==> config.mk <==
export PLATFORM = sky130hd
export DESIGN_NAME = graph_kernel_top
export DESIGN_NICKNAME = d
export VERILOG_FILES = /design/src/source/graph_kernel_pkg.sv /design/src/source/control_chain_if.sv /design/src/source/axi_lite_control_regs.sv /design/src/source/graph_kernel_top.sv /design/src/source/kernel_control.sv /design/src/source/vertex_range_engine.sv
export SDC_FILE = /design/constraint.sdc
export NUM_CORES = 1
export LEC_CHECK = 0
export BUFFER_PORTS_ARGS = -buffer_cell sky130_fd_sc_hd__buf_2
export CORE_UTILIZATION = 50
export CTS_CLUSTER_DIAMETER = 60
export DETAILED_ROUTE_END_ITERATION = 16
export PLACE_DENSITY = 0.69
export REMOVE_ABC_BUFFERS = 1
export SYNTH_ARGS = -nofsm -noshare
export SYNTH_HDL_FRONTEND = slang
export SYNTH_SLANG_ARGS = --single-unit
==> constraint.sdc <==
create_clock -name ap_clk -period 5.8 [get_ports ap_clk]
set_input_delay 0.58 -clock ap_clk [delete_from_list [all_inputs] [get_ports ap_clk]]
set_output_delay 0.58 -clock ap_clk [all_outputs]
set_load 0.1 [all_outputs]
==> src/source/graph_kernel_pkg.sv <==
// Shared widths, register map, FSM states and descriptor types for the graph kernel shell
// Every design file refers to these by scoped name

`default_nettype none

package graph_kernel_pkg;

    // --------------------
    // Widths
    // --------------------
    localparam int data_w      = 32;
    localparam int addr_w      = 8;
    localparam int num_buffers = 10;

    // --------------------
    // AXI4-Lite register map
    // --------------------
    localparam logic [addr_w-1:0] ctrl_offset   = 8'h00;
    // Descriptor word i at buffer_offset + 4*i
    localparam logic [addr_w-1:0] buffer_offset = 8'h10;
    localparam logic [addr_w-1:0] result_offset = 8'h40;

    // Word 0 base vertex, word 1 vertex count, word 9 endian flags
    typedef struct packed {
        logic [data_w-1:0] buffer_9;
        logic [data_w-1:0] buffer_8;
        logic [data_w-1:0] buffer_7;
        logic [data_w-1:0] buffer_6;
        logic [data_w-1:0] buffer_5;
        logic [data_w-1:0] buffer_4;
        logic [data_w-1:0] buffer_3;
        logic [data_w-1:0] buffer_2;
        logic [data_w-1:0] buffer_1;
        logic [data_w-1:0] buffer_0;
    } kernel_descriptor_payload_t;

    typedef struct packed {
        logic                       valid;
        kernel_descriptor_payload_t payload;
    } kernel_descriptor_t;

    // ap_ctrl_chain states
    typedef enum logic [2:0] {
        ctrl_sync_reset,
        ctrl_sync_idle,
        ctrl_sync_setup,
        ctrl_sync_ready,
        ctrl_sync_start,
        ctrl_sync_busy,
        ctrl_sync_done
    } control_sync_state_t;

endpackage

`default_nettype wire

==> src/source/control_chain_if.sv <==
// ap_ctrl_chain handshake between the AXI4-Lite register block and the control FSM
// Register block holds ap_start and the FSM drives the status and CU control lines

`timescale 1ns/10ps
`default_nettype none

interface control_chain_if (
    input logic ap_clk
);
    logic ap_start;
    logic ap_ready;
    logic ap_done;
    logic ap_idle;
    logic start;
    logic endian_read;
    logic endian_write;

    modport regs (output ap_start, input ap_ready, ap_done, ap_idle);

    modport ctrl (
        input  ap_start,
        output ap_ready, ap_done, ap_idle, start, endian_read, endian_write
    );

endinterface

`default_nettype wire

==> src/source/axi_lite_control_regs.sv <==
// AXI4-Lite slave for the kernel: control register, ten descriptor words, result
// Write and read responses are always OKAY, one cycle after the accept

`timescale 1ns/10ps
`default_nettype none

module axi_lite_control_regs (
    input  logic                                       ap_clk,
    input  logic                                       areset_control,
    input  logic [graph_kernel_pkg::addr_w-1:0]        awaddr,
    input  logic                                       awvalid,
    output logic                                       awready,
    input  logic [graph_kernel_pkg::data_w-1:0]        wdata,
    input  logic [graph_kernel_pkg::data_w/8-1:0]      wstrb,
    input  logic                                       wvalid,
    output logic                                       wready,
    output logic [1:0]                                 bresp,
    output logic                                       bvalid,
    input  logic                                       bready,
    input  logic [graph_kernel_pkg::addr_w-1:0]        araddr,
    input  logic                                       arvalid,
    output logic                                       arready,
    output logic [graph_kernel_pkg::data_w-1:0]        rdata,
    output logic [1:0]                                 rresp,
    output logic                                       rvalid,
    input  logic                                       rready,
    control_chain_if.regs                              chain,
    output graph_kernel_pkg::kernel_descriptor_payload_t descriptor,
    input  logic [graph_kernel_pkg::data_w-1:0]        result
);

    // Descriptor storage, word 9 in the top slot
    logic [graph_kernel_pkg::num_buffers-1:0][graph_kernel_pkg::data_w-1:0] buffer_words;

    logic                                  wr_accept;
    logic                                  rd_accept;
    logic [graph_kernel_pkg::addr_w-1:0]   wr_offset;
    logic [graph_kernel_pkg::addr_w-1:0]   rd_offset;
    logic                                  wr_hit_buffer;
    logic                                  rd_hit_buffer;
    logic [graph_kernel_pkg::data_w-1:0]   rd_value;
    logic                                  ap_done_sticky;
    logic                                  ap_done_prev;

    // --------------------
    // Write channel
    // --------------------
    // aw and w taken together, one-cycle ready pulse
    always_ff @(posedge ap_clk) begin
        if (areset_control) begin
            wr_accept <= 1'b0;
            bvalid    <= 1'b0;
        end else begin
            wr_accept <= awvalid && wvalid && !wr_accept && !bvalid;
            if (wr_accept) begin
                bvalid <= 1'b1;
            end else if (bready) begin
                bvalid <= 1'b0;
            end
        end
    end

    assign awready = wr_accept;
    assign wready  = wr_accept;
    assign bresp   = 2'b00;

    assign wr_offset     = awaddr - graph_kernel_pkg::buffer_offset;
    assign wr_hit_buffer = (awaddr >= graph_kernel_pkg::buffer_offset)
                           && (wr_offset < graph_kernel_pkg::num_buffers * 4);

    // Byte lanes per strobe
    always_ff @(posedge ap_clk) begin
        if (wr_accept && wr_hit_buffer) begin
            for (int b = 0; b < graph_kernel_pkg::data_w / 8; b++) begin
                if (wstrb[b]) begin
                    buffer_words[wr_offset[graph_kernel_pkg::addr_w-1:2]][b*8 +: 8] <=
                        wdata[b*8 +: 8];
                end
            end
        end
    end

    assign descriptor = graph_kernel_pkg::kernel_descriptor_payload_t'(buffer_words);

    // --------------------
    // Control bits
    // --------------------
    always_ff @(posedge ap_clk) begin
        if (areset_control) begin
            chain.ap_start <= 1'b0;
            ap_done_sticky <= 1'b0;
            ap_done_prev   <= 1'b0;
        end else begin
            ap_done_prev <= chain.ap_done;
            // Host sets start, FSM ready clears it
            if (wr_accept && awaddr == graph_kernel_pkg::ctrl_offset && wstrb[0] && wdata[0]) begin
                chain.ap_start <= 1'b1;
            end else if (chain.ap_ready) begin
                chain.ap_start <= 1'b0;
            end
            // Done level from the FSM stays up in DONE, so latch its edge
            if (chain.ap_done && !ap_done_prev) begin
                ap_done_sticky <= 1'b1;
            end else if (rd_accept && araddr == graph_kernel_pkg::ctrl_offset) begin
                ap_done_sticky <= 1'b0;
            end
        end
    end

    // --------------------
    // Read channel
    // --------------------
    assign arready   = !rvalid;
    assign rd_accept = arvalid && arready;
    assign rresp     = 2'b00;

    assign rd_offset     = araddr - graph_kernel_pkg::buffer_offset;
    assign rd_hit_buffer = (araddr >= graph_kernel_pkg::buffer_offset)
                           && (rd_offset < graph_kernel_pkg::num_buffers * 4);

    always_comb begin
        rd_value = '0;
        if (araddr == graph_kernel_pkg::ctrl_offset) begin
            rd_value[3:0] = {chain.ap_ready, chain.ap_idle, ap_done_sticky, chain.ap_start};
        end else if (araddr == graph_kernel_pkg::result_offset) begin
            rd_value = result;
        end else if (rd_hit_buffer) begin
            rd_value = buffer_words[rd_offset[graph_kernel_pkg::addr_w-1:2]];
        end
    end

    always_ff @(posedge ap_clk) begin
        if (areset_control) begin
            rvalid <= 1'b0;
        end else if (rd_accept) begin
            rvalid <= 1'b1;
        end else if (rready) begin
            rvalid <= 1'b0;
        end
    end

    always_ff @(posedge ap_clk) begin
        if (rd_accept) begin
            rdata <= rd_value;
        end
    end

    // Every write response traces back to an accepted aw/w pair
    assert property (@(posedge ap_clk) disable iff (areset_control)
        $rose(bvalid) |-> $past(wr_accept));

endmodule

`default_nettype wire

==> src/source/graph_kernel_top.sv <==
// Kernel shell top level with plain AXI4-Lite slave ports
// Joins the register block, control FSM and vertex range engine

`timescale 1ns/10ps
`default_nettype none

module graph_kernel_top (
    input  logic                                  ap_clk,
    input  logic                                  areset_control,
    input  logic [graph_kernel_pkg::addr_w-1:0]   awaddr,
    input  logic                                  awvalid,
    output logic                                  awready,
    input  logic [graph_kernel_pkg::data_w-1:0]   wdata,
    input  logic [graph_kernel_pkg::data_w/8-1:0] wstrb,
    input  logic                                  wvalid,
    output logic                                  wready,
    output logic [1:0]                            bresp,
    output logic                                  bvalid,
    input  logic                                  bready,
    input  logic [graph_kernel_pkg::addr_w-1:0]   araddr,
    input  logic                                  arvalid,
    output logic                                  arready,
    output logic [graph_kernel_pkg::data_w-1:0]   rdata,
    output logic [1:0]                            rresp,
    output logic                                  rvalid,
    input  logic                                  rready
);

    graph_kernel_pkg::kernel_descriptor_payload_t descriptor_payload;
    graph_kernel_pkg::kernel_descriptor_t         cu_descriptor;
    logic                                         cu_setup;
    logic                                         cu_done;
    logic [graph_kernel_pkg::data_w-1:0]          cu_result;

    control_chain_if chain (.ap_clk(ap_clk));

    axi_lite_control_regs i_regs (
        .ap_clk         (ap_clk),
        .areset_control (areset_control),
        .awaddr         (awaddr),
        .awvalid        (awvalid),
        .awready        (awready),
        .wdata          (wdata),
        .wstrb          (wstrb),
        .wvalid         (wvalid),
        .wready         (wready),
        .bresp          (bresp),
        .bvalid         (bvalid),
        .bready         (bready),
        .araddr         (araddr),
        .arvalid        (arvalid),
        .arready        (arready),
        .rdata          (rdata),
        .rresp          (rresp),
        .rvalid         (rvalid),
        .rready         (rready),
        .chain          (chain.regs),
        .descriptor     (descriptor_payload),
        .result         (cu_result)
    );

    kernel_control i_control (
        .ap_clk         (ap_clk),
        .areset_control (areset_control),
        .chain          (chain.ctrl),
        .descriptor_in  (descriptor_payload),
        .descriptor_out (cu_descriptor),
        .cu_setup       (cu_setup),
        .cu_done        (cu_done)
    );

    // CU control lines tapped straight off the chain bundle
    vertex_range_engine i_engine (
        .ap_clk         (ap_clk),
        .areset_control (areset_control),
        .descriptor     (cu_descriptor),
        .start          (chain.start),
        .endian_read    (chain.endian_read),
        .endian_write   (chain.endian_write),
        .setup          (cu_setup),
        .done           (cu_done),
        .result         (cu_result)
    );

endmodule

`default_nettype wire

==> src/source/kernel_control.sv <==
// Block-level ap_ctrl_chain FSM that registers the descriptor and sequences the CU
// Status and CU controls leave through two register stages behind the state

`timescale 1ns/10ps
`default_nettype none

module kernel_control (
    input  logic                                         ap_clk,
    input  logic                                         areset_control,
    control_chain_if.ctrl                                chain,
    input  graph_kernel_pkg::kernel_descriptor_payload_t descriptor_in,
    output graph_kernel_pkg::kernel_descriptor_t         descriptor_out,
    input  logic                                         cu_setup,
    input  logic                                         cu_done
);

    // One bit per state-driven output
    typedef struct packed {
        logic ap_ready;
        logic ap_done;
        logic ap_idle;
        logic start;
        logic valid;
        logic endian_read;
        logic endian_write;
    } ctrl_outputs_t;

    graph_kernel_pkg::control_sync_state_t        state;
    graph_kernel_pkg::control_sync_state_t        next_state;
    graph_kernel_pkg::kernel_descriptor_payload_t descriptor_in_q;
    graph_kernel_pkg::kernel_descriptor_payload_t payload_q;

    logic          ap_start_q;
    logic          cu_setup_q;
    logic          cu_done_q;
    ctrl_outputs_t decode;
    ctrl_outputs_t stage_1;
    ctrl_outputs_t stage_2;

    // --------------------
    // Input registers
    // --------------------
    always_ff @(posedge ap_clk) begin
        if (areset_control) begin
            ap_start_q <= 1'b0;
            // CU assumed free out of reset
            cu_setup_q <= 1'b1;
            cu_done_q  <= 1'b0;
        end else begin
            ap_start_q <= chain.ap_start;
            cu_setup_q <= cu_setup;
            cu_done_q  <= cu_done;
        end
    end

    // Descriptor path, two stages to the CU
    always_ff @(posedge ap_clk) begin
        descriptor_in_q <= descriptor_in;
        payload_q       <= descriptor_in_q;
    end

    // --------------------
    // State machine
    // --------------------
    always_ff @(posedge ap_clk) begin
        if (areset_control) begin
            state <= graph_kernel_pkg::ctrl_sync_reset;
        end else begin
            state <= next_state;
        end
    end

    always_comb begin
        next_state = state;
        case (state)
            graph_kernel_pkg::ctrl_sync_reset: next_state = graph_kernel_pkg::ctrl_sync_idle;
            graph_kernel_pkg::ctrl_sync_idle:  next_state = graph_kernel_pkg::ctrl_sync_setup;
            graph_kernel_pkg::ctrl_sync_setup: begin
                if (ap_start_q) begin
                    next_state = graph_kernel_pkg::ctrl_sync_ready;
                end
            end
            // Hold until the CU can take work
            graph_kernel_pkg::ctrl_sync_ready: begin
                if (cu_setup_q) begin
                    next_state = graph_kernel_pkg::ctrl_sync_start;
                end
            end
            graph_kernel_pkg::ctrl_sync_start: next_state = graph_kernel_pkg::ctrl_sync_busy;
            graph_kernel_pkg::ctrl_sync_busy: begin
                if (cu_done_q) begin
                    next_state = graph_kernel_pkg::ctrl_sync_done;
                end
            end
            // Done doubles as idle, next start goes straight to ready
            graph_kernel_pkg::ctrl_sync_done: begin
                if (ap_start_q) begin
                    next_state = graph_kernel_pkg::ctrl_sync_ready;
                end
            end
            default: next_state = graph_kernel_pkg::ctrl_sync_reset;
        endcase
    end

    // --------------------
    // Output decode
    // --------------------
    always_comb begin
        decode = '{ap_idle: 1'b1, default: 1'b0};
        case (state)
            graph_kernel_pkg::ctrl_sync_setup: decode.start = 1'b1;
            graph_kernel_pkg::ctrl_sync_ready: begin
                decode.ap_ready = 1'b1;
                decode.ap_idle  = 1'b0;
                decode.start    = 1'b1;
            end
            graph_kernel_pkg::ctrl_sync_start, graph_kernel_pkg::ctrl_sync_busy: begin
                decode.ap_idle      = 1'b0;
                decode.start        = 1'b1;
                decode.valid        = 1'b1;
                decode.endian_read  = descriptor_in_q.buffer_9[0];
                decode.endian_write = descriptor_in_q.buffer_9[1];
            end
            graph_kernel_pkg::ctrl_sync_done: decode.ap_done = 1'b1;
            default: ;
        endcase
    end

    // Two stages, outputs trail the state by two cycles
    always_ff @(posedge ap_clk) begin
        if (areset_control) begin
            stage_1 <= '{ap_idle: 1'b1, default: 1'b0};
            stage_2 <= '{ap_idle: 1'b1, default: 1'b0};
        end else begin
            stage_1 <= decode;
            stage_2 <= stage_1;
        end
    end

    assign chain.ap_ready     = stage_2.ap_ready;
    assign chain.ap_done      = stage_2.ap_done;
    assign chain.ap_idle      = stage_2.ap_idle;
    assign chain.start        = stage_2.start;
    assign chain.endian_read  = stage_2.endian_read;
    assign chain.endian_write = stage_2.endian_write;
    assign descriptor_out     = '{valid: stage_2.valid, payload: payload_q};

    assert property (@(posedge ap_clk) disable iff (areset_control)
        !(chain.ap_ready && chain.ap_done));

endmodule

`default_nettype wire

==> src/source/vertex_range_engine.sv <==
// Compute unit that sums base + k for k over the vertex count, one term per cycle
// Result is held until the next run

`timescale 1ns/10ps
`default_nettype none

module vertex_range_engine (
    input  logic                                 ap_clk,
    input  logic                                 areset_control,
    input  graph_kernel_pkg::kernel_descriptor_t descriptor,
    input  logic                                 start,
    input  logic                                 endian_read,
    input  logic                                 endian_write,
    output logic                                 setup,
    output logic                                 done,
    output logic [graph_kernel_pkg::data_w-1:0]  result
);

    typedef enum logic [1:0] {
        engine_idle,
        engine_run,
        // Wait for the FSM to drop valid before rearming
        engine_drain
    } engine_state_t;

    engine_state_t                       state;
    logic [graph_kernel_pkg::data_w-1:0] term_q;
    logic [graph_kernel_pkg::data_w-1:0] remaining_q;
    logic [graph_kernel_pkg::data_w-1:0] acc_q;
    logic                                swap_result_q;

    function automatic logic [graph_kernel_pkg::data_w-1:0] byte_swap(
        input logic [graph_kernel_pkg::data_w-1:0] word
    );
        return {word[7:0], word[15:8], word[23:16], word[31:24]};
    endfunction

    always_ff @(posedge ap_clk) begin
        if (areset_control) begin
            state <= engine_idle;
            done  <= 1'b0;
        end else begin
            done <= 1'b0;
            case (state)
                engine_idle: begin
                    if (descriptor.valid && start) begin
                        state <= engine_run;
                    end
                end
                engine_run: begin
                    if (remaining_q == '0) begin
                        state <= engine_drain;
                        done  <= 1'b1;
                    end
                end
                engine_drain: begin
                    if (!descriptor.valid) begin
                        state <= engine_idle;
                    end
                end
                default: state <= engine_idle;
            endcase
        end
    end

    assign setup = (state == engine_idle);

    // Datapath, reloaded every idle cycle so the capture cycle wins
    always_ff @(posedge ap_clk) begin
        case (state)
            engine_idle: begin
                term_q        <= endian_read ? byte_swap(descriptor.payload.buffer_0)
                                             : descriptor.payload.buffer_0;
                remaining_q   <= endian_read ? byte_swap(descriptor.payload.buffer_1)
                                             : descriptor.payload.buffer_1;
                acc_q         <= '0;
                swap_result_q <= endian_write;
            end
            engine_run: begin
                if (remaining_q != '0) begin
                    // Wraps at 32 bits
                    acc_q       <= acc_q + term_q;
                    term_q      <= term_q + 1'b1;
                    remaining_q <= remaining_q - 1'b1;
                end else begin
                    result <= swap_result_q ? byte_swap(acc_q) : acc_q;
                end
            end
            default: ;
        endcase
    end

    assert property (@(posedge ap_clk) disable iff (areset_control) done |-> !setup);

endmodule

`default_nettype wire

* Word-level counts from Yosys, hierarchy flattened
Index checks and enable logic that the tools add are counted.
** Operators by class
- $add $sub $neg :: 5
- Order comparisons :: 7
- Equality and inequality tests :: 16
- Multiplexer cells :: 55
- Bitwise gates (word level) :: 3
- Reductions and logical operators :: 39
** Operator list (count)
- 2-to-1 mux 320 bit :: 7
- bitwise mux 320 bit :: 4
- demux 32 bit (select 4 bit) :: 4
- 2-to-1 mux 32 bit :: 10
- one-hot mux 32 bit (2 select lines) :: 3
- binary-select mux 32 bit (select 4 bit) :: 1
- adder 32 x 1 -> 32 bit, second input constant :: 1
- adder 32 bit :: 1
- logical NOT 32 bit :: 1
- nonzero test 32 bit :: 1
- subtractor 32 x 1 -> 32 bit, second input constant :: 1
- 2-to-1 mux 24 bit :: 1
- one-hot mux 3 bit (6 select lines) :: 1
- greater-or-equal comparator 8 x 5 -> 1 bit, second input constant :: 2
- logical NOT 8 bit :: 2
- less-than comparator 8 x 6 -> 1 bit, second input constant :: 2
- 2-to-1 mux 16 bit :: 1
- subtractor 8 x 5 -> 8 bit, second input constant :: 2
- logical AND 1 bit :: 14
- 2-to-1 mux 1 bit :: 13
- less-than comparator 6 x 5 -> 1 bit, second input constant :: 2
- 2-to-1 mux 3 bit :: 4
- inequality test 2 x 1 -> 1 bit, second input constant :: 6
- nonzero test 2 bit :: 5
- 21 further kinds :: 36
** Storage, ports and cells
- Flip-flop bits (word level) :: 640
- Input bits :: 59
- Output and inout port bits :: 41
- Logic and storage cells :: 173

* Longest topological paths before layout
Gate-level depths: netlist (run 1).
- Depth in word-level cells :: 16
- Mapped depth :: 12
- Mapped depth without buffers :: 9

* By module
Synthesis (run 1) repeated with hierarchy kept, for this count alone.
** Second synthesis, totals
- Cells, all modules :: 2402
- Area total of the unflattened synthesis :: 37044.3 um^2
** Modules (own cells, without submodules)
- axi_lite_control_regs :: times used 1, cells an instance 852, area an instance 14814.2 um^2, sequential area each 10690.3 um^2
- kernel_control :: times used 1, cells an instance 701, area an instance 13506.7 um^2, sequential area each 13212.7 um^2
- vertex_range_engine :: times used 1, cells an instance 849, area an instance 8723.4 um^2, sequential area each 3933.8 um^2

* Worst setup path before layout (run 1)
No wires, ideal clock.
- Path type :: register -> register
- From :: register i_engine.remaining_q[0] in the netlist's numbering
- To :: register i_engine.acc_q[0] in the netlist's numbering (enable)
- Setup time :: 0.583 ns
- Arrival :: 5.533 ns
- Required time :: 5.217 ns
- Setup slack :: -0.316 ns
- Stages on the path, launching flop included :: 7
- Buffers on the path :: 0
- Clock period less this slack :: 6.116 ns
- Path through :: edfxtp_1 inv_1 ha_1 nor4b_1 nand3_1 nor4b_1 a21oi_1
** On the way
- Longest elaborated chain between the ends :: 3
** RTL lines
- start, declared :: line vertex_range_engine.sv:28 : logic [graph_kernel_pkg::data_w-1:0] remaining_q;
- start signal, assigned :: line vertex_range_engine.sv:74 : remaining_q <= endian_read ? byte_swap(descriptor.payload.buffer_1)
- start signal, assigned :: line vertex_range_engine.sv:84 : remaining_q <= remaining_q - 1'b1;
- nonzero test 32 bit :: line vertex_range_engine.sv:80 : if (remaining_q != '0) begin
- inequality test 2 x 1 -> 1 bit (no source line)
- AND reduction 2 bit (no source line)
- end signal, assigned :: line vertex_range_engine.sv:82 : acc_q <= acc_q + term_q;
- end, declared :: line vertex_range_engine.sv:29 : logic [graph_kernel_pkg::data_w-1:0] acc_q;
No other way between the ends.
A chain may end at the register's enable or synchronous reset.

* Worst setup path after layout (run 1)
- From :: register i_engine.remaining_q[20] in the netlist's numbering
- To :: register i_engine.result[6] in the netlist's numbering (enable)
** On the way
- Longest elaborated chain between the ends :: 3
** RTL lines
- nonzero test 32 bit :: line vertex_range_engine.sv:80
- NOT 1 bit (no source line)
- AND reduction 2 bit (no source line)
- end signal, assigned :: line vertex_range_engine.sv:86 : result <= swap_result_q ? byte_swap(acc_q) : acc_q;
- end, declared :: line vertex_range_engine.sv:16 : output logic [graph_kernel_pkg::data_w-1:0] result
No other way between the ends.

==> results.toml, run 1 <==
[setup_path]
crit_type = "flop to flop"
crit_path_end_kind = "flop"
crit_buf_inv = 2
crit_chain = "or3_1 -> or3_1 -> nand2b_1 -> nor4b_1 -> buf_4 -> nand2_1 -> inv_1"
cpPeakStageDelay_ns = 0.89
cp_common_cell = "or3_1"
start_kind = "flop"
cp_max_fo = 32
required_ns = 6.03
crit_family = "simple AND/OR/NAND/NOR gates"
arrival_ns = 3.67
cpMaxStageDelayCell = "inv_1"

[timing]
maxSlewHeadroom = 0.162
period_minus_slack_ns = 3.44
hold_viol = 0
finalWorstSetupSlack_ns = 2.36
max_freq_mhz = 291
finalCritPeriodShare = 0.593
fin_skew_ns = 0.0118
finalSetupTns_ns = 0
rsz0062_at_grt = "false"
worstMarginPinSlew_ns = 1.25
drv_slew = 0
setup_viol = 0

[logic_synthesis]
synth_common_cells = "edfxtp_1, nor2_1, dfxtp_1, nand2_1, o21ai_0"
ys_seq_elements = 640
synth_top_area_cell = "edfxtp_1"
syn_inst = 1928
synth.cell_area_um2 = 26600
yosysMostFrequentCell = "edfxtp_1"
synth_edf_count = 481
yosys_warnings = 0
synth_top_flop_cell = "edfxtp_1"
yosysSeqAreaShare = 0.662
ys_async_sr_fraction = 0
synth_area_per_cell_um2 = 13.8
synth_top_area_frac = 0.543
synth.distinct_cells = 62
synth_area_leaders = "edfxtp_1, dfxtp_1, mux4_2, mux2i_1, nor2_1"

[layout]
nFillCells = 4141
seq_area_um2 = 17600
final_net_count = 2117
multiInputGateArea_um2 = 8570
drive_gt1_frac = 0.159
syn_to_final_growth_pct = 12.0

[clocking]
cts.sinks = 640
postCtsSetupRepairBufs = 0
clk_path_buf_depth = 3
numCtsBuffers = 60
hold_buffers = 0
ctsHtreeMaxLevel = 2
cts_resized = 0
clk_pin_slew_worst_paths_ns = 0.07
clock_latency_ns = 0.62
clock-root-buffer = "clkbuf_16"
cts_tree = "yes"

[floorplanning]
floorplan.initialDensity = 0.506
boundaryPins = 100
die-width_um = 233
num_rows = 84
die_h_um = 233
die-area_um2 = 54200
core_um2 = 52600

[place]
portBuffers = 95
post-dp-hpwl_um = 43900
place.gp.congestion = 0.906
place_ws_ns = 2.09

[routing]
wirelength_um = 62500
num_vias = 16100
ant_nets = 0
first_iter_violations = 1575
viasPerCell = 5.84
wl_per_cell_um = 22.7
drcViolationCount = 0
dr.pass1.iters = 7

[grt]
grt_usage = 0.232
grt_pass1_wl_um = 94100
grt_max_degree = 81
first_global_vias = 15500
grt-ovfl-total = 0
antenna_found_initial = 5

[power]
leakage_nw = 10.4
powerDensity_nw_per_um2 = 316
vdd_ir_drop_max_v = 0.000293

[outcome]
outcome = "complete, no violations"

[hold_path]
min_path_type = "input pin to flop"

[flow_run]
maxCapViolCount = 0
cell type report:
type | count | area share
Sequential cell | 640 | 0.592
Tap cell | 688 | 0.0289
Clock buffer | 82 | 0.0591
Clock inverter | 31 | 0.00802
Timing Repair Buffer | 118 | 0.0220
Antenna cell | 2 | 0.000168
Multi-Input combinational cell | 1174 | 0.288
Inverter | 21 | 0.00265
cells by family (layout without fill, tap and decap cells):
group,Yosys count,after routing,share of synthesized area
flops,640,640,0.662
simple gates,568,568,0.105
compound gates,300,300,0.0688
mux,183,183,0.100
buf+inv,117,252,0.0174
xor+xnor,76,76,0.0250
fa+ha+maj,43,43,0.0205
other cells,1,6,0.000141
metal layers:
metal  GRT usage  routed length [um]
met3      0.0354                4540
met2       0.364               29100
met5           0                  22
met1       0.331               27100
met4      0.0784                1670
power by group:
part | internal (W) | switching, W | total [W]
registers | 0.00494 | 0.0000407 | 0.00498
logic | 0.000147 | 0.000356 | 0.000503
clock network | 0.00223 | 0.00171 | 0.00394
layout by cell type, fill, tap and decap left out, types with 8 or more instances in the layout:
master     synthesis  layout
a211oi_1          26      26
a21o_1            10      10
a21oi_1           80      79
a22oi_1           32      32
and2_1            93      93
and3_1             8       8
buf_2              5      94
buf_4              5      23
clkbuf_1          68      10
clkbuf_16          0      65
clkinv_2           0      13
dfxtp_1          159     158
edfxtp_1         481     481
ha_1              42      42
inv_1             21      21
mux2_2            33      33
mux2i_1           86      86
mux4_2            64      64
nand2_1          128     128
nand2b_1          13      13
nand3_1           24      24
nand4_1           19      19
nor2_1           166     164
nor2b_1           32      29
nor3_1            39      39
nor4_1             8       8
o21a_1             8       8
o21ai_0           98      98
xnor2_1           39      39
xor2_1            37      37
worst reg2reg max path, delay by kind of cell, from the launching register on:
kind / cells / cell delay, ns
buffers and inverters: 2 / 1.12
flip-flops: 1 / 0.42
AND/OR/NAND/NOR: 5 / 1.51
flip-flops by register name (all words and copies together), names as in the netlist, 7 cells and up:
register / flops
i_regs.rdata: 32
i_engine.acc_q: 32
i_control.descriptor_out: 65
i_engine.term_q: 32
i_engine.result: 32
i_engine.remaining_q: 32
i_regs.descriptor: 320
i_control.descriptor_in_q: 66
i_control.stage_1: 7
metrics by stage:
step / hold slack (ns) / instances / power (W) / cell area [um^2] / utilization
final: 0.149 / 2756 / 0.00942 / 29800 / 0.567
after global routing: 0.160 / 2756 / 0.00967 / 29800 / 0.567
after CTS: 0.124 / 2753 / 0.00946 / 29800 / 0.567
after detailed placement: 0.312 / 2640 / 0.00557 / 27800 / 0.529
after global placement: 0.311 / 2640 / 0.00556 / 27800 / 0.529
after floorplan: 0.310 / 1835 / 0.00539 / 26200 / -
worst paths after layout:
path,startpoint,endpoint,slack (ns),cells after the start
worst max-delay path,i_engine.remaining_q[20]$_DFFE_PP_,i_engine.result[6]$_DFFE_PP_,2.36,7
worst min register to register,i_control.descriptor_in_q[54]$_DFF_P_,i_control.descriptor_out[54]$_DFF_P_,0.32,0
worst min-delay path,rready,i_regs.rvalid$_SDFFE_PP0P_,0.15,2
worst max register to register,i_engine.remaining_q[20]$_DFFE_PP_,i_engine.result[6]$_DFFE_PP_,2.36,7
No activity file was read; power rests on OpenSTA's default activity.
==> inputs of run 2 (changes only) <==
--- a/config.mk
+++ b/config.mk
@@ -9,7 +9,7 @@
 export CORE_UTILIZATION = 50
 export CTS_CLUSTER_DIAMETER = 60
 export DETAILED_ROUTE_END_ITERATION = 16
-export PLACE_DENSITY = 0.69
+export PLACE_DENSITY = 0.67
 export REMOVE_ABC_BUFFERS = 1
 export SYNTH_ARGS = -nofsm -noshare
 export SYNTH_HDL_FRONTEND = slang
==> constraint.sdc (replaced) <==
create_clock -name ap_clk -period 3.45 [get_ports ap_clk]
set_input_delay 0.345 -clock ap_clk [delete_from_list [all_inputs] [get_ports ap_clk]]
set_output_delay 0.345 -clock ap_clk [all_outputs]
set_load 0.1 [all_outputs]
==> run 2 against run 1 <==
Against the previous run:
- global-route usage up 0.35 points
- final cell count up 1.3%
- combinational power up 74%
- largest power group unchanged
- die area unchanged
==> results.toml, run 2 (synthesis results as in run 1) <==
[timing]
drv_slew = 0
finalCritPeriodShare = 0.865
hold_viol = 0
finalWorstSetupSlack_ns = 0.465
rsz0062_at_grt = "false"
max_freq_mhz = 335
setup_viol = 0
maxSlewHeadroom = 0.205
fin_skew_ns = 0.0224
finalSetupTns_ns = 0
period_minus_slack_ns = 2.99
worstMarginPinSlew_ns = 1.19

[power]
p_comb_frac = 0.053
pwr-share-seq = 0.508
switching_share = 0.216
p_switching_w = 0.00356
clkPwrFrac = 0.439
leakage_nw = 10.7
powerDensity_nw_per_um2 = 543
vdd_ir_drop_max_v = 0.000519
intPower_w = 0.0129

[routing]
wl_met3_um = 4420
viasPerCell = 5.81
first_iter_violations = 1728
wl_met1_um = 28000
wl_per_cell_um = 22.5
dr.pass1.iters = 5
wirelength_um = 62700
wl_met2_um = 29100
top_layer_used = "met4"
ant_nets = 0
num_vias = 16200
drcViolationCount = 0

[floorplanning]
die_h_um = 233
floorplan.initialDensity = 0.506
die-area_um2 = 54200
core_um2 = 52600
die-width_um = 233
num_rows = 84
boundaryPins = 100

[place]
place_ws_ns = 0.478
post-dp-hpwl_um = 43900
portBuffers = 95
place.gp.congestion = 0.900

[clocking]
postCtsSetupRepairBufs = 0
clock-root-buffer = "clkbuf_16"
clk_path_buf_depth = 3
cts_resized = 0
ctsHtreeMaxLevel = 3
hold_buffers = 4
cts_tree = "yes"
clock_latency_ns = 0.60
numCtsBuffers = 67
cts.sinks = 640
clk_pin_slew_worst_paths_ns = 0.06

[setup_path]
startpoint = "i_engine.term_q[0]$_DFFE_PP_"
cpPeakStageDelay_ns = 0.45
r2r-start = "i_engine.term_q[0]$_DFFE_PP_"
crit_path_end_kind = "flop"
crit_chain = "ha_1 -> fa_1 -> a211oi_1 -> o211a_1 -> o21ai_0 -> o2111ai_1 -> a21oi_1 -> mux2i_1 -> o311ai_0"
start_kind = "flop"
required_ns = 3.75
cpMaxStageDelayCell = "edfxtp_1"
worstRegToRegCells = 9
arrival_ns = 3.29
crit_type = "flop to flop"
cp_max_fo = 5

[grt]
grt_pass1_wl_um = 94900
antenna_found_initial = 3
grt_usage = 0.236
grt-ovfl-total = 0
first_global_vias = 15800
grt_max_degree = 72

[layout]
syn_to_final_growth_pct = 13.8
nFillCells = 4101
mostFrequentLayoutCells = "edfxtp_1, nor2_1, dfxtp_1, nand2_1, o21ai_0"
multiInputGateArea_um2 = 8570
final_net_count = 2153
drive_gt1_frac = 0.168
seq_area_um2 = 17600
largest_reg_flops = 320
layout_commonest_cell = "edfxtp_1"
insertedDiodeCount = 0

[flow_run]
maxCapViolCount = 0

[hold_path]
whs_path_depth = 4
hold_start = "bready"
min_path_type = "input pin to flop"

[outcome]
outcome = "complete, no violations"
run 2: cell types whose count changed in the layout (fill, tap and decap cells not counted), moves of 3 or more:
| cell | previous run | this run |
|---|---|---|
| bufinv_16 | 2 | 5 |
| clkinv_2 | 13 | 9 |
| buf_12 | 0 | 5 |
| clkbuf_1 | 10 | 19 |
| buf_4 | 23 | 43 |
| dlygate4sd3_1 | 0 | 4 |
| clkbuf_16 | 65 | 71 |
run 2: path summary, 6_finish.rpt:
path                                          endpoint  slack (ns)
hold reg to reg   i_control.descriptor_out[25]$_DFF_P_        0.32
setup / recovery      i_engine.acc_q[28]$_SDFFCE_PN0P_        0.46
hold / removal              i_regs.bvalid$_SDFFE_PP0P_        0.06
setup reg to reg      i_engine.acc_q[28]$_SDFFCE_PN0P_        0.46
run 2: cell type report:
cell class | instances | area share
multi-input cells | 1174 | 0.283
well taps | 688 | 0.0284
flip-flops and latches | 640 | 0.582
inverters | 21 | 0.00260
repair buffers | 147 | 0.0312
clock inverters | 23 | 0.00805
clock buffers | 99 | 0.0651
run 2: power by group through the flow:
| stage | sequential (W) | combinational [W] | clock, W |
|---|---|---|---|
| finish | 0.00835 | 0.000877 | 0.00722 |
| global placement | 0.00851 | 0.000850 | 0 |
| CTS | 0.00835 | 0.000873 | 0.00735 |
| detailed placement | 0.00851 | 0.000864 | 0 |
| global route | 0.00836 | 0.000937 | 0.00764 |
| floorplan | 0.00870 | 0.000361 | 0 |
run 2: worst max-delay path, delay by kind of cell (launching register included):
| kind | cells | cell delay [ns] |
|---|---|---|
| flops | 1 | 0.45 |
| mux | 1 | 0.21 |
| fa+ha+maj | 2 | 0.71 |
| compound gates | 6 | 1.32 |
run 2: metrics by stage:
| stage | cells | hold WS (ns) | total power, W | utilization | cell area [um^2] |
|---|---|---|---|---|---|
| 4_1_cts | 2792 | 0.0296 | 0.0166 | 0.577 | 30300 |
| 3_3_place_gp | 2666 | 0.313 | 0.00936 | 0.534 | 28000 |
| 3_5_place_dp | 2666 | 0.312 | 0.00938 | 0.534 | 28000 |
| 6_report | 2792 | 0.0562 | 0.0165 | 0.577 | 30300 |
| 2_1_floorplan | 1835 | 0.310 | 0.00906 | - | 26200 |
| 5_1_grt | 2792 | 0.0723 | 0.0169 | 0.577 | 30300 |
run 2: routing by layer:
metal / up-vias / GRT usage
li1: 7459 / -
met1: 8084 / 0.345
met2: 607 / 0.365
met3: 74 / 0.0364
met4: 0 / 0.0668
met5: - / 0
==> inputs of run 3 (changes only) <==
--- a/config.mk
+++ b/config.mk
@@ -10,6 +10,7 @@
 export CTS_CLUSTER_DIAMETER = 60
 export DETAILED_ROUTE_END_ITERATION = 16
 export PLACE_DENSITY = 0.67
+export RECOVER_POWER = 50
 export REMOVE_ABC_BUFFERS = 1
 export SYNTH_ARGS = -nofsm -noshare
 export SYNTH_HDL_FRONTEND = slang
==> run 3 against run 2 <==
Against the previous run:
- the run now ends with capacitance limit, slew limit left
- critical endpoint unchanged
- worst setup slack improved by 0.0097 ns
- largest cell class unchanged
- non-clock buffer count unchanged
- sequential power about the same
- combinational power decreased by 2%
==> results.toml, run 3 (synthesis results as in run 1) <==
[timing]
worstMarginPinSlew_ns = 2.12
finalCritPeriodShare = 0.862
max_freq_mhz = 336
rsz0062_at_grt = "false"
setup_viol = 0
drv_slew = 67
hold_slack_ns = 0.0533
hold_viol = 0
maxSlewHeadroom = -0.417
fin_skew_ns = 0.0238
period_minus_slack_ns = 2.98

[setup_path]
rrSetupSlack_ns = 0.47
crit_chain = "ha_1 -> fa_1 -> a211oi_1 -> o211a_1 -> o21ai_0 -> o2111ai_1 -> a21oi_1 -> mux2i_1 -> o311ai_0"
cpPeakStageDelay_ns = 0.45
r2r-start = "i_engine.term_q[0]$_DFFE_PP_"
r2r_end = "i_engine.acc_q[28]$_SDFFCE_PN0P_"
crit_path_end_kind = "flop"
startpoint = "i_engine.term_q[0]$_DFFE_PP_"
required_ns = 3.75
start_kind = "flop"
worstRegToRegCells = 9
cp_max_fo = 5
crit_type = "flop to flop"
cpMaxStageDelayCell = "edfxtp_1"
arrival_ns = 3.28
worstSetupEndpoint = "i_engine.acc_q[28]$_SDFFCE_PN0P_"

[power]
switching_share = 0.217
p_comb_frac = 0.052
powerDensity_nw_per_um2 = 545
pwr-share-seq = 0.508
p_switching_w = 0.00356
intPower_w = 0.0129
vdd_ir_drop_max_v = 0.000519
clkPwrFrac = 0.440
leakage_nw = 10.4

[floorplanning]
die-width_um = 233
boundaryPins = 100
num_rows = 84
die_h_um = 233
floorplan.initialDensity = 0.506
die-area_um2 = 54200
core_um2 = 52600

[layout]
layout_commonest_cell = "edfxtp_1"
syn_to_final_growth_pct = 13.4
mostFrequentLayoutCells = "edfxtp_1, nor2_1, dfxtp_1, nand2_1, o21ai_0"
drive_gt1_frac = 0.131
final_net_count = 2153
insertedDiodeCount = 0
fin_util = 0.574
largest_reg_flops = 320

[hold_path]
whs_path_depth = 4
min_path_type = "input pin to flop"

[flow_run]
maxCapViolCount = 2

[outcome]
violations = "capacitance limit, slew limit"
outcome = "finished with violations"

[routing]
dr.pass1.iters = 6
num_vias = 16200
wl_per_cell_um = 22.4
viasPerCell = 5.81
ant_nets = 0
drcViolationCount = 0
first_iter_violations = 1836
wirelength_um = 62600

[grt]
grt_max_degree = 72
antenna_found_initial = 3
grt-ovfl-total = 0
first_global_vias = 15800
grt_usage = 0.236
grt_pass1_wl_um = 94900

[clocking]
postCtsSetupRepairBufs = 0
clock_latency_ns = 0.60
ctsHtreeMaxLevel = 3
clk_pin_slew_worst_paths_ns = 0.06
numCtsBuffers = 67
clock-root-buffer = "clkbuf_16"
cts_tree = "yes"
clk_path_buf_depth = 3
hold_buffers = 4
cts.sinks = 640
cts_resized = 0

[place]
post-dp-hpwl_um = 43900
place.gp.congestion = 0.900
portBuffers = 95
## run 3: cell types whose count changed in the layout (fill, tap and decap cells not counted)
cell / previous run / this run
and2_0: 0 / 27
and2_1: 93 / 66
buf_2: 94 / 33
buf_4: 43 / 35
clkbuf_1: 19 / 88
mux2_1: 0 / 8
mux2_2: 33 / 25
nor2b_2: 1 / 2
nor2b_4: 2 / 1
## run 3: final cells by class
| class | count | area [um^2] |
|---|---|---|
| fillers | 4136 | 22400 |
| flip-flops and latches | 640 | 17600 |
| multi-input cells | 1174 | 8560 |
| clock buffers | 99 | 1970 |
| well taps | 688 | 861 |
| repair buffers | 147 | 838 |
| clock inverters | 23 | 244 |
| inverters | 21 | 78.8 |
## run 3: worst max-delay path, delay by kind of cell, from the launching register on
family                     cells  cell delay (ns)
DFF                            1             0.45
adders and majority gates      2             0.71
AOI/OAI and AO/OA              6             1.32
muxes                          1             0.20
## run 3: metal layers
| layer | up-vias | routed length [um] | GRT usage |
|---|---|---|---|
| li1 | 7455 | - | - |
| met1 | 8061 | 27800 | 0.345 |
| met2 | 614 | 29000 | 0.365 |
| met3 | 83 | 4610 | 0.0364 |
| met4 | 0 | 1120 | 0.0668 |
| met5 | - | 0 | 0 |
## run 3: metrics by stage
step	power [W]	instance area, um^2	worst slack [ns]	setup TNS (ns)	std cells
final	0.0164	30200	0.474	0	2792
after global routing	0.0169	30200	0.287	0	2792
after CTS	0.0166	30300	0.475	0	2792
after detailed placement	0.00938	28000	0.478	0	2666
after global placement	0.00936	28000	0.505	0	2666
after floorplan	0.00906	26200	-2.71	-485.82	1835
## run 3: how the worst min path moves through the flow
stage / start / endpoint / slack (ns)
after floorplan: i_control.descriptor_in_q[0]$_DFF_P_ / i_control.descriptor_out[0]$_DFF_P_ / 0.31
after global placement: i_control.descriptor_in_q[28]$_DFF_P_ / i_control.descriptor_out[28]$_DFF_P_ / 0.31
after CTS: awaddr[1] / i_regs.chain.ap_start$_SDFFE_PP0P_ / 0.03
after global routing: awaddr[1] / i_regs.chain.ap_start$_SDFFE_PP0P_ / 0.07
final: bready / i_regs.bvalid$_SDFFE_PP0P_ / 0.05
after detailed placement: i_control.descriptor_in_q[12]$_DFF_P_ / i_control.descriptor_out[12]$_DFF_P_ / 0.31
## run 3: power by group through the flow
| stage | registers [W] | clock network [W] | logic [W] |
|---|---|---|---|
| after floorplan | 0.00870 | 0 | 0.000361 |
| after global placement | 0.00851 | 0 | 0.000850 |
| after detailed placement | 0.00851 | 0 | 0.000864 |
| after CTS | 0.00835 | 0.00735 | 0.000873 |
| after global routing | 0.00836 | 0.00764 | 0.000924 |
| final | 0.00835 | 0.00723 | 0.000863 |
